### src/hw/ex_cfg.svh
`ifndef EX_CFG_SVH
`define EX_CFG_SVH

// fixed widths of the execute stage
// no module parameters, everything keys off these

// data word width
`define EX_XLEN   32

// register file address width
// upper half of the space is reserved for extra register banks
`define EX_REG_AW 6

// full product of two data words
// high-half ops return the upper EX_XLEN bits of this
`define EX_PROD_W 64

`endif

### src/hw/ex_pkg.sv
`include "ex_cfg.svh"

package ex_pkg;

  // one data word
  typedef logic [`EX_XLEN-1:0] word_t;

  // register file address
  typedef logic [`EX_REG_AW-1:0] reg_addr_t;

  // alu operators
  // last six are the branch comparisons
  typedef enum logic [4:0] {
    ADD  = 5'h00,
    SUB  = 5'h01,
    AND  = 5'h02,
    OR   = 5'h03,
    XOR  = 5'h04,
    SLL  = 5'h05,
    SRL  = 5'h06,
    SRA  = 5'h07,
    SLT  = 5'h08,
    SLTU = 5'h09,
    EQ   = 5'h10,
    NE   = 5'h11,
    LT   = 5'h12,
    GE   = 5'h13,
    LTU  = 5'h14,
    GEU  = 5'h15
  } alu_op_e;

  // multiplier operators
  typedef enum logic [2:0] {
    MUL    = 3'd0,
    MAC    = 3'd1,
    MULH   = 3'd2,
    MULHSU = 3'd3,
    MULHU  = 3'd4
  } mult_op_e;

endpackage

### src/hw/ex_result_if.sv
`timescale 1ns/100ps
`include "ex_cfg.svh"

// unit results toward write-back, stall feedback back to the units
interface ex_result_if;

  // alu result, zero while idle
  logic [`EX_XLEN-1:0] alu_result;
  // multiplier result, low or high half
  logic [`EX_XLEN-1:0] mult_result;
  // low only in the issue cycle of a high-half op
  logic                mult_ready;
  // stage accepts the next op on this edge
  logic                ex_ready;

  modport alu (output alu_result);

  modport mult (output mult_result, output mult_ready, input ex_ready);

  modport wb (
    input  alu_result,
    input  mult_result,
    input  mult_ready,
    output ex_ready
  );

endinterface

### src/hw/ex_alu.sv
`timescale 1ns/100ps
`include "ex_cfg.svh"

module ex_alu (
  input  logic            enable_i,
  input  ex_pkg::alu_op_e operator_i,
  input  ex_pkg::word_t   operand_a_i,
  input  ex_pkg::word_t   operand_b_i,
  output logic            cmp_result_o,
  ex_result_if.alu        res
);

  import ex_pkg::*;

  // mirror a word so the right shifter also does left shifts
  function automatic word_t bit_rev(input word_t val);
    word_t rev;
    for (int i = 0; i < `EX_XLEN; i++) begin
      rev[i] = val[`EX_XLEN-1-i];
    end
    return rev;
  endfunction

  logic                       adder_sub;
  logic                       cmp_signed;
  logic [`EX_XLEN:0]          adder_a;
  logic [`EX_XLEN:0]          adder_b;
  logic [`EX_XLEN:0]          adder_sum;
  logic                       is_less;
  logic                       is_equal;
  logic                       shift_left;
  logic                       shift_fill;
  logic [$clog2(`EX_XLEN)-1:0] shift_amt;
  word_t                      shift_in;
  logic [`EX_XLEN:0]          shift_ext;
  word_t                      shift_result;

  //////////////////////////////////////////////////
  // shared adder
  //////////////////////////////////////////////////

  // everything except add goes through the subtract path
  assign adder_sub  = (operator_i != ADD);
  assign cmp_signed = (operator_i inside {SLT, LT, GE});

  // one extra bit, sign or zero extended per compare type
  assign adder_a = {cmp_signed & operand_a_i[`EX_XLEN-1], operand_a_i};
  assign adder_b = {cmp_signed & operand_b_i[`EX_XLEN-1], operand_b_i};

  assign adder_sum = adder_a + (adder_sub ? ~adder_b : adder_b)
                   + {{`EX_XLEN{1'b0}}, adder_sub};

  // top bit of the extended difference is the less-than flag
  assign is_less  = adder_sum[`EX_XLEN];
  assign is_equal = (operand_a_i == operand_b_i);

  //////////////////////////////////////////////////
  // shared shifter
  //////////////////////////////////////////////////

  assign shift_left = (operator_i == SLL);
  assign shift_amt  = operand_b_i[$clog2(`EX_XLEN)-1:0];
  assign shift_in   = shift_left ? bit_rev(operand_a_i) : operand_a_i;
  // fill bit only for arithmetic right
  assign shift_fill = (operator_i == SRA) & operand_a_i[`EX_XLEN-1];

  assign shift_ext    = $signed({shift_fill, shift_in}) >>> shift_amt;
  assign shift_result = shift_left ? bit_rev(shift_ext[`EX_XLEN-1:0])
                                   : shift_ext[`EX_XLEN-1:0];

  // branch outcome
  always_comb begin
    case (operator_i)
      EQ:                     cmp_result_o = is_equal;
      NE:                     cmp_result_o = ~is_equal;
      LT, LTU, SLT, SLTU:     cmp_result_o = is_less;
      GE, GEU:                cmp_result_o = ~is_less;
      default:                cmp_result_o = 1'b0;
    endcase
  end

  // result mux, held at zero while idle
  always_comb begin
    res.alu_result = '0;
    if (enable_i) begin
      case (operator_i)
        ADD, SUB:  res.alu_result = adder_sum[`EX_XLEN-1:0];
        AND:       res.alu_result = operand_a_i & operand_b_i;
        OR:        res.alu_result = operand_a_i | operand_b_i;
        XOR:       res.alu_result = operand_a_i ^ operand_b_i;
        SLL, SRL,
        SRA:       res.alu_result = shift_result;
        default:   res.alu_result = {{(`EX_XLEN-1){1'b0}}, cmp_result_o};
      endcase
    end
  end

endmodule

### src/hw/ex_mult.sv
`timescale 1ns/100ps
`include "ex_cfg.svh"

module ex_mult (
  input  logic             clk,
  input  logic             rst_n,
  input  logic             enable_i,
  input  ex_pkg::mult_op_e operator_i,
  input  ex_pkg::word_t    op_a_i,
  input  ex_pkg::word_t    op_b_i,
  input  ex_pkg::word_t    op_c_i,
  output logic             multicycle_o,
  ex_result_if.mult        res
);

  import ex_pkg::*;

  typedef enum logic {
    ST_IDLE,
    ST_HIGH
  } mult_state_e;

  mult_state_e                  state_q;
  mult_state_e                  state_d;
  logic                         sign_a;
  logic                         sign_b;
  logic signed [`EX_XLEN:0]     mul_a;
  logic signed [`EX_XLEN:0]     mul_b;
  logic signed [2*`EX_XLEN+1:0] mul_full;
  logic [`EX_PROD_W-1:0]        product;
  logic [`EX_PROD_W-1:0]        product_q;
  logic                         is_high;
  word_t                        mac_sum;

  //////////////////////////////////////////////////
  // 33x33 signed multiplier
  //////////////////////////////////////////////////

  // extension bit per operand
  // low-half ops do not care, so they take zero
  assign sign_a = (operator_i inside {MULH, MULHSU}) & op_a_i[`EX_XLEN-1];
  assign sign_b = (operator_i == MULH) & op_b_i[`EX_XLEN-1];

  assign mul_a    = {sign_a, op_a_i};
  assign mul_b    = {sign_b, op_b_i};
  assign mul_full = mul_a * mul_b;
  assign product  = mul_full[`EX_PROD_W-1:0];

  // accumulate on the low half only
  assign mac_sum = product[`EX_XLEN-1:0] + op_c_i;

  assign is_high = enable_i & (operator_i inside {MULH, MULHSU, MULHU});

  //////////////////////////////////////////////////
  // high-half controller
  //////////////////////////////////////////////////

  always_comb begin
    state_d        = state_q;
    res.mult_ready = 1'b1;
    multicycle_o   = 1'b0;
    case (state_q)
      ST_IDLE: begin
        // issue cycle, stall id while the product is captured
        if (is_high) begin
          state_d        = ST_HIGH;
          res.mult_ready = 1'b0;
        end
      end
      ST_HIGH: begin
        multicycle_o = 1'b1;
        // hold the upper half under back-pressure
        if (res.ex_ready) begin
          state_d = ST_IDLE;
        end
      end
    endcase
  end

  always_ff @(posedge clk or negedge rst_n) begin
    if (!rst_n) begin
      state_q <= ST_IDLE;
    end else begin
      state_q <= state_d;
    end
  end

  // full product, loaded in the issue cycle
  always_ff @(posedge clk) begin
    if ((state_q == ST_IDLE) && is_high) begin
      product_q <= product;
    end
  end

  // result select
  always_comb begin
    if (state_q == ST_HIGH) begin
      res.mult_result = product_q[`EX_PROD_W-1:`EX_XLEN];
    end else begin
      case (operator_i)
        MUL:     res.mult_result = product[`EX_XLEN-1:0];
        MAC:     res.mult_result = mac_sum;
        default: res.mult_result = product[`EX_PROD_W-1:`EX_XLEN];
      endcase
    end
  end

endmodule

### src/hw/ex_stage.sv
`timescale 1ns/100ps

module ex_stage (
  input  logic              clk,
  input  logic              rst_n,
  // alu operation from id
  input  logic              alu_en_i,
  input  ex_pkg::alu_op_e   alu_operator_i,
  input  ex_pkg::word_t     alu_operand_a_i,
  input  ex_pkg::word_t     alu_operand_b_i,
  input  ex_pkg::word_t     alu_operand_c_i,
  // multiplier operation from id
  input  logic              mult_en_i,
  input  ex_pkg::mult_op_e  mult_operator_i,
  input  ex_pkg::word_t     mult_operand_a_i,
  input  ex_pkg::word_t     mult_operand_b_i,
  input  ex_pkg::word_t     mult_operand_c_i,
  output logic              mult_multicycle_o,
  // csr read
  input  logic              csr_access_i,
  input  ex_pkg::word_t     csr_rdata_i,
  // load/store unit
  input  logic              lsu_en_i,
  input  ex_pkg::word_t     lsu_rdata_i,
  input  logic              lsu_ready_ex_i,
  input  logic              lsu_err_i,
  // write controls from id
  input  logic              regfile_alu_we_i,
  input  ex_pkg::reg_addr_t regfile_alu_waddr_i,
  input  logic              regfile_we_i,
  input  ex_pkg::reg_addr_t regfile_waddr_i,
  // forwarding port
  output logic              regfile_alu_we_fw_o,
  output ex_pkg::reg_addr_t regfile_alu_waddr_fw_o,
  output ex_pkg::word_t     regfile_alu_wdata_fw_o,
  // load/store write port
  output logic              regfile_we_wb_o,
  output ex_pkg::reg_addr_t regfile_waddr_wb_o,
  output ex_pkg::word_t     regfile_wdata_wb_o,
  // branch to if
  input  logic              branch_in_ex_i,
  output logic              branch_decision_o,
  output ex_pkg::word_t     jump_target_o,
  // stall handshake
  input  logic              wb_ready_i,
  output logic              ex_valid_o,
  output logic              ex_ready_o
);

  import ex_pkg::*;

  ex_result_if res_if ();

  // target computed in id, ex only resolves the decision
  assign jump_target_o = alu_operand_c_i;
  assign ex_ready_o    = res_if.ex_ready;

  //////////////////////////////////////////////////
  // execution units
  //////////////////////////////////////////////////

  ex_alu alu_i (
    .enable_i     (alu_en_i),
    .operator_i   (alu_operator_i),
    .operand_a_i  (alu_operand_a_i),
    .operand_b_i  (alu_operand_b_i),
    .cmp_result_o (branch_decision_o),
    .res          (res_if.alu)
  );

  ex_mult mult_i (
    .clk          (clk),
    .rst_n        (rst_n),
    .enable_i     (mult_en_i),
    .operator_i   (mult_operator_i),
    .op_a_i       (mult_operand_a_i),
    .op_b_i       (mult_operand_b_i),
    .op_c_i       (mult_operand_c_i),
    .multicycle_o (mult_multicycle_o),
    .res          (res_if.mult)
  );

  //////////////////////////////////////////////////
  // write ports and stall logic
  //////////////////////////////////////////////////

  ex_writeback wb_i (
    .clk                    (clk),
    .rst_n                  (rst_n),
    .alu_en_i               (alu_en_i),
    .mult_en_i              (mult_en_i),
    .csr_access_i           (csr_access_i),
    .lsu_en_i               (lsu_en_i),
    .csr_rdata_i            (csr_rdata_i),
    .regfile_alu_we_i       (regfile_alu_we_i),
    .regfile_alu_waddr_i    (regfile_alu_waddr_i),
    .regfile_we_i           (regfile_we_i),
    .regfile_waddr_i        (regfile_waddr_i),
    .lsu_rdata_i            (lsu_rdata_i),
    .lsu_ready_ex_i         (lsu_ready_ex_i),
    .lsu_err_i              (lsu_err_i),
    .branch_in_ex_i         (branch_in_ex_i),
    .wb_ready_i             (wb_ready_i),
    .regfile_alu_we_fw_o    (regfile_alu_we_fw_o),
    .regfile_alu_waddr_fw_o (regfile_alu_waddr_fw_o),
    .regfile_alu_wdata_fw_o (regfile_alu_wdata_fw_o),
    .regfile_we_wb_o        (regfile_we_wb_o),
    .regfile_waddr_wb_o     (regfile_waddr_wb_o),
    .regfile_wdata_wb_o     (regfile_wdata_wb_o),
    .ex_valid_o             (ex_valid_o),
    .res                    (res_if.wb)
  );

endmodule

### src/hw/ex_writeback.sv
`timescale 1ns/100ps

module ex_writeback (
  input  logic              clk,
  input  logic              rst_n,
  // unit enables from id
  input  logic              alu_en_i,
  input  logic              mult_en_i,
  input  logic              csr_access_i,
  input  logic              lsu_en_i,
  input  ex_pkg::word_t     csr_rdata_i,
  // alu port write controls
  input  logic              regfile_alu_we_i,
  input  ex_pkg::reg_addr_t regfile_alu_waddr_i,
  // load/store port write controls
  input  logic              regfile_we_i,
  input  ex_pkg::reg_addr_t regfile_waddr_i,
  input  ex_pkg::word_t     lsu_rdata_i,
  input  logic              lsu_ready_ex_i,
  input  logic              lsu_err_i,
  // stall inputs
  input  logic              branch_in_ex_i,
  input  logic              wb_ready_i,
  // forwarding port toward rf and id
  output logic              regfile_alu_we_fw_o,
  output ex_pkg::reg_addr_t regfile_alu_waddr_fw_o,
  output ex_pkg::word_t     regfile_alu_wdata_fw_o,
  // load/store write port
  output logic              regfile_we_wb_o,
  output ex_pkg::reg_addr_t regfile_waddr_wb_o,
  output ex_pkg::word_t     regfile_wdata_wb_o,
  output logic              ex_valid_o,
  ex_result_if.wb           res
);

  import ex_pkg::*;

  logic      unit_active;
  logic      units_ready;
  logic      lsu_we;
  logic      we_q;
  reg_addr_t waddr_q;

  //////////////////////////////////////////////////
  // alu / forwarding write port
  //////////////////////////////////////////////////

  assign regfile_alu_we_fw_o    = regfile_alu_we_i;
  assign regfile_alu_waddr_fw_o = regfile_alu_waddr_i;

  // csr wins over mult, mult over alu
  always_comb begin
    regfile_alu_wdata_fw_o = '0;
    if (csr_access_i) begin
      regfile_alu_wdata_fw_o = csr_rdata_i;
    end else if (mult_en_i) begin
      regfile_alu_wdata_fw_o = res.mult_result;
    end else if (alu_en_i) begin
      regfile_alu_wdata_fw_o = res.alu_result;
    end
  end

  //////////////////////////////////////////////////
  // valid / ready
  //////////////////////////////////////////////////

  assign unit_active = alu_en_i | mult_en_i | csr_access_i | lsu_en_i;
  assign units_ready = res.mult_ready & lsu_ready_ex_i & wb_ready_i;

  // valid flows forward, no dependence on ex_ready
  assign ex_valid_o   = unit_active & units_ready;
  // a branch finishes in ex and never waits on wb
  assign res.ex_ready = units_ready | branch_in_ex_i;

  //////////////////////////////////////////////////
  // ex/wb pipeline register
  //////////////////////////////////////////////////

  // a faulting access must not write the register file
  assign lsu_we = regfile_we_i & ~lsu_err_i;

  always_ff @(posedge clk or negedge rst_n) begin
    if (!rst_n) begin
      we_q <= 1'b0;
    end else if (ex_valid_o) begin
      we_q <= lsu_we;
    end else if (wb_ready_i) begin
      // wb drained and nothing new, flush
      we_q <= 1'b0;
    end
  end

  always_ff @(posedge clk) begin
    if (ex_valid_o && lsu_we) begin
      waddr_q <= regfile_waddr_i;
    end
  end

  assign regfile_we_wb_o    = we_q;
  assign regfile_waddr_wb_o = waddr_q;
  // load data arrives in the wb cycle
  assign regfile_wdata_wb_o = lsu_rdata_i;

endmodule

### config.mk
export PLATFORM = sky130hd
export DESIGN_NAME = ex_stage
export DESIGN_NICKNAME = d
export VERILOG_FILES = /design/src/hw/ex_pkg.sv /design/src/hw/ex_result_if.sv /design/src/hw/ex_alu.sv /design/src/hw/ex_mult.sv /design/src/hw/ex_stage.sv /design/src/hw/ex_writeback.sv
export VERILOG_INCLUDE_DIRS = /design/src /design/src/hw
export SDC_FILE = /design/constraint.sdc
export NUM_CORES = 2
export LEC_CHECK = 0
export ABC_AREA = 1
export BUFFER_PORTS_ARGS = -buffer_cell sky130_fd_sc_hd__buf_2
export CORE_MARGIN = 4
export CORE_UTILIZATION = 35
export DETAILED_ROUTE_END_ITERATION = 12
export HOLD_SLACK_MARGIN = 0.05
export SLEW_MARGIN = 5
export SYNTH_ARGS = -nofsm -noshare
export SYNTH_HDL_FRONTEND = slang
export SYNTH_SLANG_ARGS = --single-unit
### constraint.sdc
create_clock -name clk -period 15.6 [get_ports clk]
set_input_delay 3.9 -clock clk [delete_from_list [all_inputs] [get_ports clk]]
set_output_delay 3.9 -clock clk [all_outputs]
set_load 0.05 [all_outputs]
-- Yosys cells after proc, flatten, opt, wreduce, memory -nomap -nowiden
Index checks and enable logic that the tools add are counted.
W data, S select, Z words.
- flip-flop bits (word level): 72
- output and inout bits: 114
- word-level logic and storage cells: 82
- input port bits: 288
- equal/unequal tests: 20
- shifts and indexed selects: 1
- reductions and logical operators: 13
- bitwise operators: 22
- mux-type cells: 18
- $add $sub $neg: 3
- multiply operators: 1
- operators by type and width (kind ; number):
    $mux W32 ; 6
    $pmux W32 S5 ; 1
    $mul A33 B33 Y64 ; 1
    $pmux W32 S2 ; 1
    $add A33 B1 Y33 ; 1
    $add A33 B33 Y33 ; 1
    $mux W33 ; 1
    $not A33 Y33 ; 1
    $sshr A33 B5 Y32 ; 1
    $add A32 B32 Y32 ; 1
    $and A32 B32 Y32 ; 1
    $eq A32 B32 Y1 ; 1
    $or A32 B32 Y32 ; 1
    $xor A32 B32 Y32 ; 1
    $eq A5 B5 Y1 const B ; 6
    $eq A5 B3 Y1 const B ; 4
    $and A1 B1 Y1 ; 10
    $eq A5 B2 Y1 const B ; 2
    $eq A5 B4 Y1 const B ; 2
    $mux W1 ; 7
    $eq A3 B2 Y1 const B ; 2
    $reduce_bool A3 Y1 ; 2
    $eq A5 B1 Y1 const B ; 1
    $logic_not A5 Y1 ; 1
    other kinds (13) ; 22

-- Longest topological paths before layout
- depth in word-level cells: 13
- mapped depth: 47
- gate-level depth less buffers: 45

-- Cells and area by module
Synthesis repeated with hierarchy kept, for this count alone.
- cells, all modules: 7441
- area total of the unflattened synthesis: 53050.9 µm²
- modules (own cells, without submodules) (module ; cells an instance ; times used ; area an instance (µm²)):
    ex_mult ; 5792 ; 1 ; 44238.7
    ex_alu ; 1314 ; 1 ; 7059.3
    ex_writeback ; 303 ; 1 ; 1512.7
    ex_stage ; 32 ; 1 ; 240.2

-- Worst setup path after synthesis
OpenSTA, ideal clock, no wires.
- kind: in2out
- start point: input port mult_operand_a_i[19]
- end point: output port regfile_alu_wdata_fw_o[31]
- stages: 42
- required time: 11.700 ns
- arrival time: 12.119 ns
- slack: -0.419 ns
- path through: clkbuf_1 > clkbuf_1 > nand2_1 > fa_1 > inv_1 > fa_1 > fa_1 > inv_1 > fa_1 > inv_1 > fa_1 > inv_1 > fa_1 > inv_1 > fa_1 > inv_1 > fa_1 > inv_1 > [... 6 more ...] > nor3_1 > nand2_1 > nand3_1 > nand2_1 > and2_1 > ha_1 > inv_1 > nor3_1 > nand2_1 > nor3_1 > nand2_1 > o211ai_1 > nand3_1 > nand3_1 > nand3_1 > nand2_1 > nor2_1 > a21oi_1
- cells in the longest elaborated chain, start to end: 6
- ends and longest elaborated chain (item ; RTL line ; source):
    from (decl) ; ex_stage.sv:15 ; input ex_pkg::word_t mult_operand_a_i,
    $mul A33 B33 Y64 * ; ex_mult.sv:46 ; assign mul_full = mul_a * mul_b;
    $add A32 B32 Y32 ; ex_mult.sv:50 ; assign mac_sum = product[`EX_XLEN-1:0] + op_c_i;
    $pmux W32 S2 * ; ex_mult.sv:100 ; case (operator_i)
    $mux W32 * ; ex_mult.sv:97 ; if (state_q == ST_HIGH) begin
    $mux W32 * ; ex_writeback.sv:56 ; end else if (mult_en_i) begin
    $mux W32 * ; ex_writeback.sv:54 ; if (csr_access_i) begin
    to (decl) ; ex_stage.sv:35 ; output ex_pkg::word_t regfile_alu_wdata_fw_o,
Mark *: on every way between the ends. The rest lies on a longest branch, timed or not.

-- Final worst setup path
- start point: input port mult_operand_a_i[21]
- end point: output port regfile_alu_wdata_fw_o[27]
Same word-level chain as after synthesis.

==> qor.log <==
INFO  status         outcome=finished with violations
INFO  status         violations=negative setup slack
INFO  setup_path     critical_path.max_stage_delay=0.56ns
INFO  floorplan      io-pin-count=402
INFO  clocking       cts_tree=built
INFO  detailed_routing drcViolationCount=0
INFO  sta            grt_setup_unrepaired=yes
INFO  clocking       clk_path_buf_depth=2
INFO  setup_path     worstSetupPathType=in2out
INFO  worst_hold_path hold-path-cell-count=2
INFO  sta            final_period_minus_worst_setup_slack=15.87ns
INFO  clocking       ctsRootBufferMaster=sky130_fd_sc_hd__clkbuf_16
INFO  setup_path     critPathMaxFanout=7
INFO  logic_synthesis synth-edff-count=38
INFO  sta            worst_slew_margin_rel=0.180
INFO  placed_design  gp_congestion=1.01
INFO  setup_path     critical_path.most_common_cell=sky130_fd_sc_hd__fa_1
INFO  finish         design.final.nets=9,838
INFO  logic_synthesis seq_area_frac_synth=0.0226
INFO  clocking       clk-insertion-delay-late=0.31ns
INFO  setup_path     cp.arrival=11.97ns
INFO  sta            clock-skew-final=0.00965ns
INFO  detailed_routing totalWireLength=195mm
INFO  sta            report.final.slew_viol_count=0
INFO  detailed_routing initialDrtViolationCount=4,057
INFO  sta            final.period_utilization=1.02
INFO  logic_synthesis synth.net_count=9,136
INFO  logic_synthesis synthMostInstantiatedCell=sky130_fd_sc_hd__inv_1
INFO  detailed_routing drtPass1Iterations=7
INFO  worst_hold_path hold_start=wb_i.regfile_we_wb_o$_DFFE_PN0P_
INFO  logic_synthesis yosys.cell_types.count=50
INFO  setup_path     crit_required=11.70ns
INFO  detailed_routing routedWlPerCell=19.3um
INFO  logic_synthesis ys.warnings.count=0
INFO  floorplan      start_util=0.352
INFO  sta            finalSetupViolations=10
INFO  finish         multiInputGateArea=46,000um2
INFO  global_route   gr-usage-all-layers=0.242
INFO  setup_path     worst-r2r-cell-count=5
INFO  run            drv_cap=0
INFO  placed_design  place.port_buffers=259
INFO  sta            hold_viol_final=0
INFO  floorplan      placeableCoreArea=150,000um2
INFO  worst_hold_path whs_endpoint=wb_i.regfile_we_wb_o$_DFFE_PN0P_
INFO  logic_synthesis synth.cell_area=52,800um2
INFO  finish         drive_gt1_frac=0.224
INFO  detailed_routing final_antenna_net_count=0
INFO  logic_synthesis ys_async_sr_fraction=0.0500
INFO  logic_synthesis netlist_instances=7,382
INFO  detailed_routing vias=50.2k
INFO  clocking       clk_pin_slew_worst_paths=0.06ns
INFO  global_route   grt_first_pass_wirelength=298mm
INFO  global_route   antenna_found_initial=7
INFO  sta            maxClockFrequency=0.0630GHz
INFO  setup_path     critPathLaunchType=input pin
INFO  setup_path     crit_slowest_cell=sky130_fd_sc_hd__fa_1
INFO  placed_design  post-dp-hpwl=168mm
INFO  placed_design  post-place-ws=-1.11ns
INFO  setup_path     worst_r2r_end=mult_i.product_q[63]$_DFFE_PP_
INFO  global_route   grt_max_degree=46
INFO  finish         fill_cell_count=15.0k
INFO  floorplan      rows=142
INFO  setup_path     critical_path.endpoint_type=output pin
INFO  setup_path     setup.reg_to_reg.worst_slack=12.67ns
INFO  floorplan      floorplan.die.width=396um
INFO  clocking       cts_made_buffers=5
INFO  detailed_routing vias_per_cell=4.97
INFO  clocking       clock_sink_count=40
INFO  logic_synthesis synth_seq_cells=40
INFO  sta            fin_ws=-0.266ns
INFO  worst_hold_path holdCritPathClass=reg2reg
INFO  setup_path     worst_r2r_startpoint=mult_i.state_q$_DFF_PN0_
INFO  clocking       cts.htree.levels=2
INFO  sta            tightest_slew=1.23ns
INFO  sta            final.setup.tns=-1.31ns
INFO  finish         area.growth.synth_to_final=25.1%
INFO  logic_synthesis synthesis.area_per_instance=7.15um2
INFO  floorplan      die_area=157,000um2
INFO  global_route   grt_pass1_vias=51.6k
INFO  logic_synthesis synth.area.top_cells=sky130_fd_sc_hd__fa_1, sky130_fd_sc_hd__inv_1, sky130_fd_sc_hd__nand2_1
INFO  floorplan      fp.dieH=396um
INFO  sta            fin_hold_ws=0.555ns
INFO  clocking       cts_hold_buf=0
INFO  logic_synthesis yosys-top-cells-count=sky130_fd_sc_hd__inv_1, sky130_fd_sc_hd__nand2_1, sky130_fd_sc_hd__fa_1
INFO  logic_synthesis synth_top_cell_area_share=0.428
INFO  logic_synthesis yosysTopAreaCell=sky130_fd_sc_hd__fa_1
INFO  finish         seqCellArea=1190um2
INFO  global_route   grt.overflow.total=0
INFO  logic_synthesis flip_flop_cell_with_the_highest_count_after_synthesis=sky130_fd_sc_hd__edfxtp_1
==> worst max-delay path by stage <==
stage,from,to,cells after the start
after floorplan,mult_operand_a_i[19],regfile_alu_wdata_fw_o[31],42
after global routing,mult_operand_a_i[23],regfile_alu_wdata_fw_o[27],42
after global placement,mult_operand_b_i[2],regfile_alu_wdata_fw_o[21],41
after detailed placement,mult_operand_b_i[2],regfile_alu_wdata_fw_o[21],42
final,mult_operand_a_i[21],regfile_alu_wdata_fw_o[27],41
after CTS,mult_operand_a_i[19],regfile_alu_wdata_fw_o[31],42
==> routing by layer <==
metal	track usage	vias up	wire, um
met5	0	-	33
met4	0.0734	4	7410
met3	0.0287	302	14700
met2	0.397	1924	89300
met1	0.336	25000	83800
li1	-	23000	-
==> per-stage QoR <==
stage | util | cells | instance area (um2)
6_report | 0.441 | 10100 | 66000
2_1_floorplan | - | 7382 | 52800
3_5_place_dp | 0.404 | 9976 | 60500
5_1_grt | 0.441 | 10100 | 66000
3_3_place_gp | 0.404 | 9976 | 60500
4_1_cts | 0.419 | 10000 | 62800
==> final cells by class <==
type | count | area share
inverters | 1937 | 0.110
multi-input cells | 5004 | 0.697
well taps | 2016 | 0.0382
clock buffers | 5 | 0.00190
clock inverters | 3 | 0.000284
flip-flops and latches | 40 | 0.0180
diodes | 4 | 0.000152
repair buffers | 1096 | 0.134
==> registers in the layout (all words and copies together), names as in the netlist <==
name,count
mult_i.product_q,32
wb_i.regfile_waddr_wb_o,6
mult_i.state_q,1
wb_i.regfile_we_wb_o,1
==> critical path, delay by kind of cell <==
kind | cells | cell delay (ns)
adders and majority gates | 10 | 4.80
buffers and inverters | 12 | 1.24
and+or+nand+nor | 13 | 1.10
AOI/OAI and AO/OA | 6 | 0.90
==> cell families (layout without fill, tap and decap cells) <==
group / count (synthesis) / in the layout / share of synthesized area
AOI/OAI and AO/OA: 472 / 472 / 0.0511
xor gates and xnor gates: 73 / 73 / 0.0121
adders and majority gates: 1466 / 1466 / 0.508
buffers and inverters: 2338 / 3041 / 0.172
DFF: 40 / 40 / 0.0226
other: 0 / 4 / 0
and+or+nand+nor: 2993 / 2993 / 0.234
==> layout by cell type, fill, tap and decap left out, drive strengths merged, types with 27 or more instances in the layout <==
| cell | count |
|---|---|
| buf | 1084 |
| ha | 339 |
| fa | 1127 |
| nand4 | 38 |
| nor3 | 35 |
| nand3 | 597 |
| nand2 | 1908 |
| edfxtp | 38 |
| or2 | 27 |
| o21ai | 150 |
| xor2 | 61 |
| a21oi | 197 |
| inv | 1933 |
| nor2 | 355 |
==> repair_timing <==
item | 4_1_cts | 5_1_grt
pin swaps | 140 | 312
buffers inserted | 56 | 61
resized for setup | 471 | 675
endpoints found under the setup margin | 31 | 32
cloned | 0 | 7
Power is not shown: default switching activity piles up to over one toggle a cycle in this logic, so the estimate is an artifact.
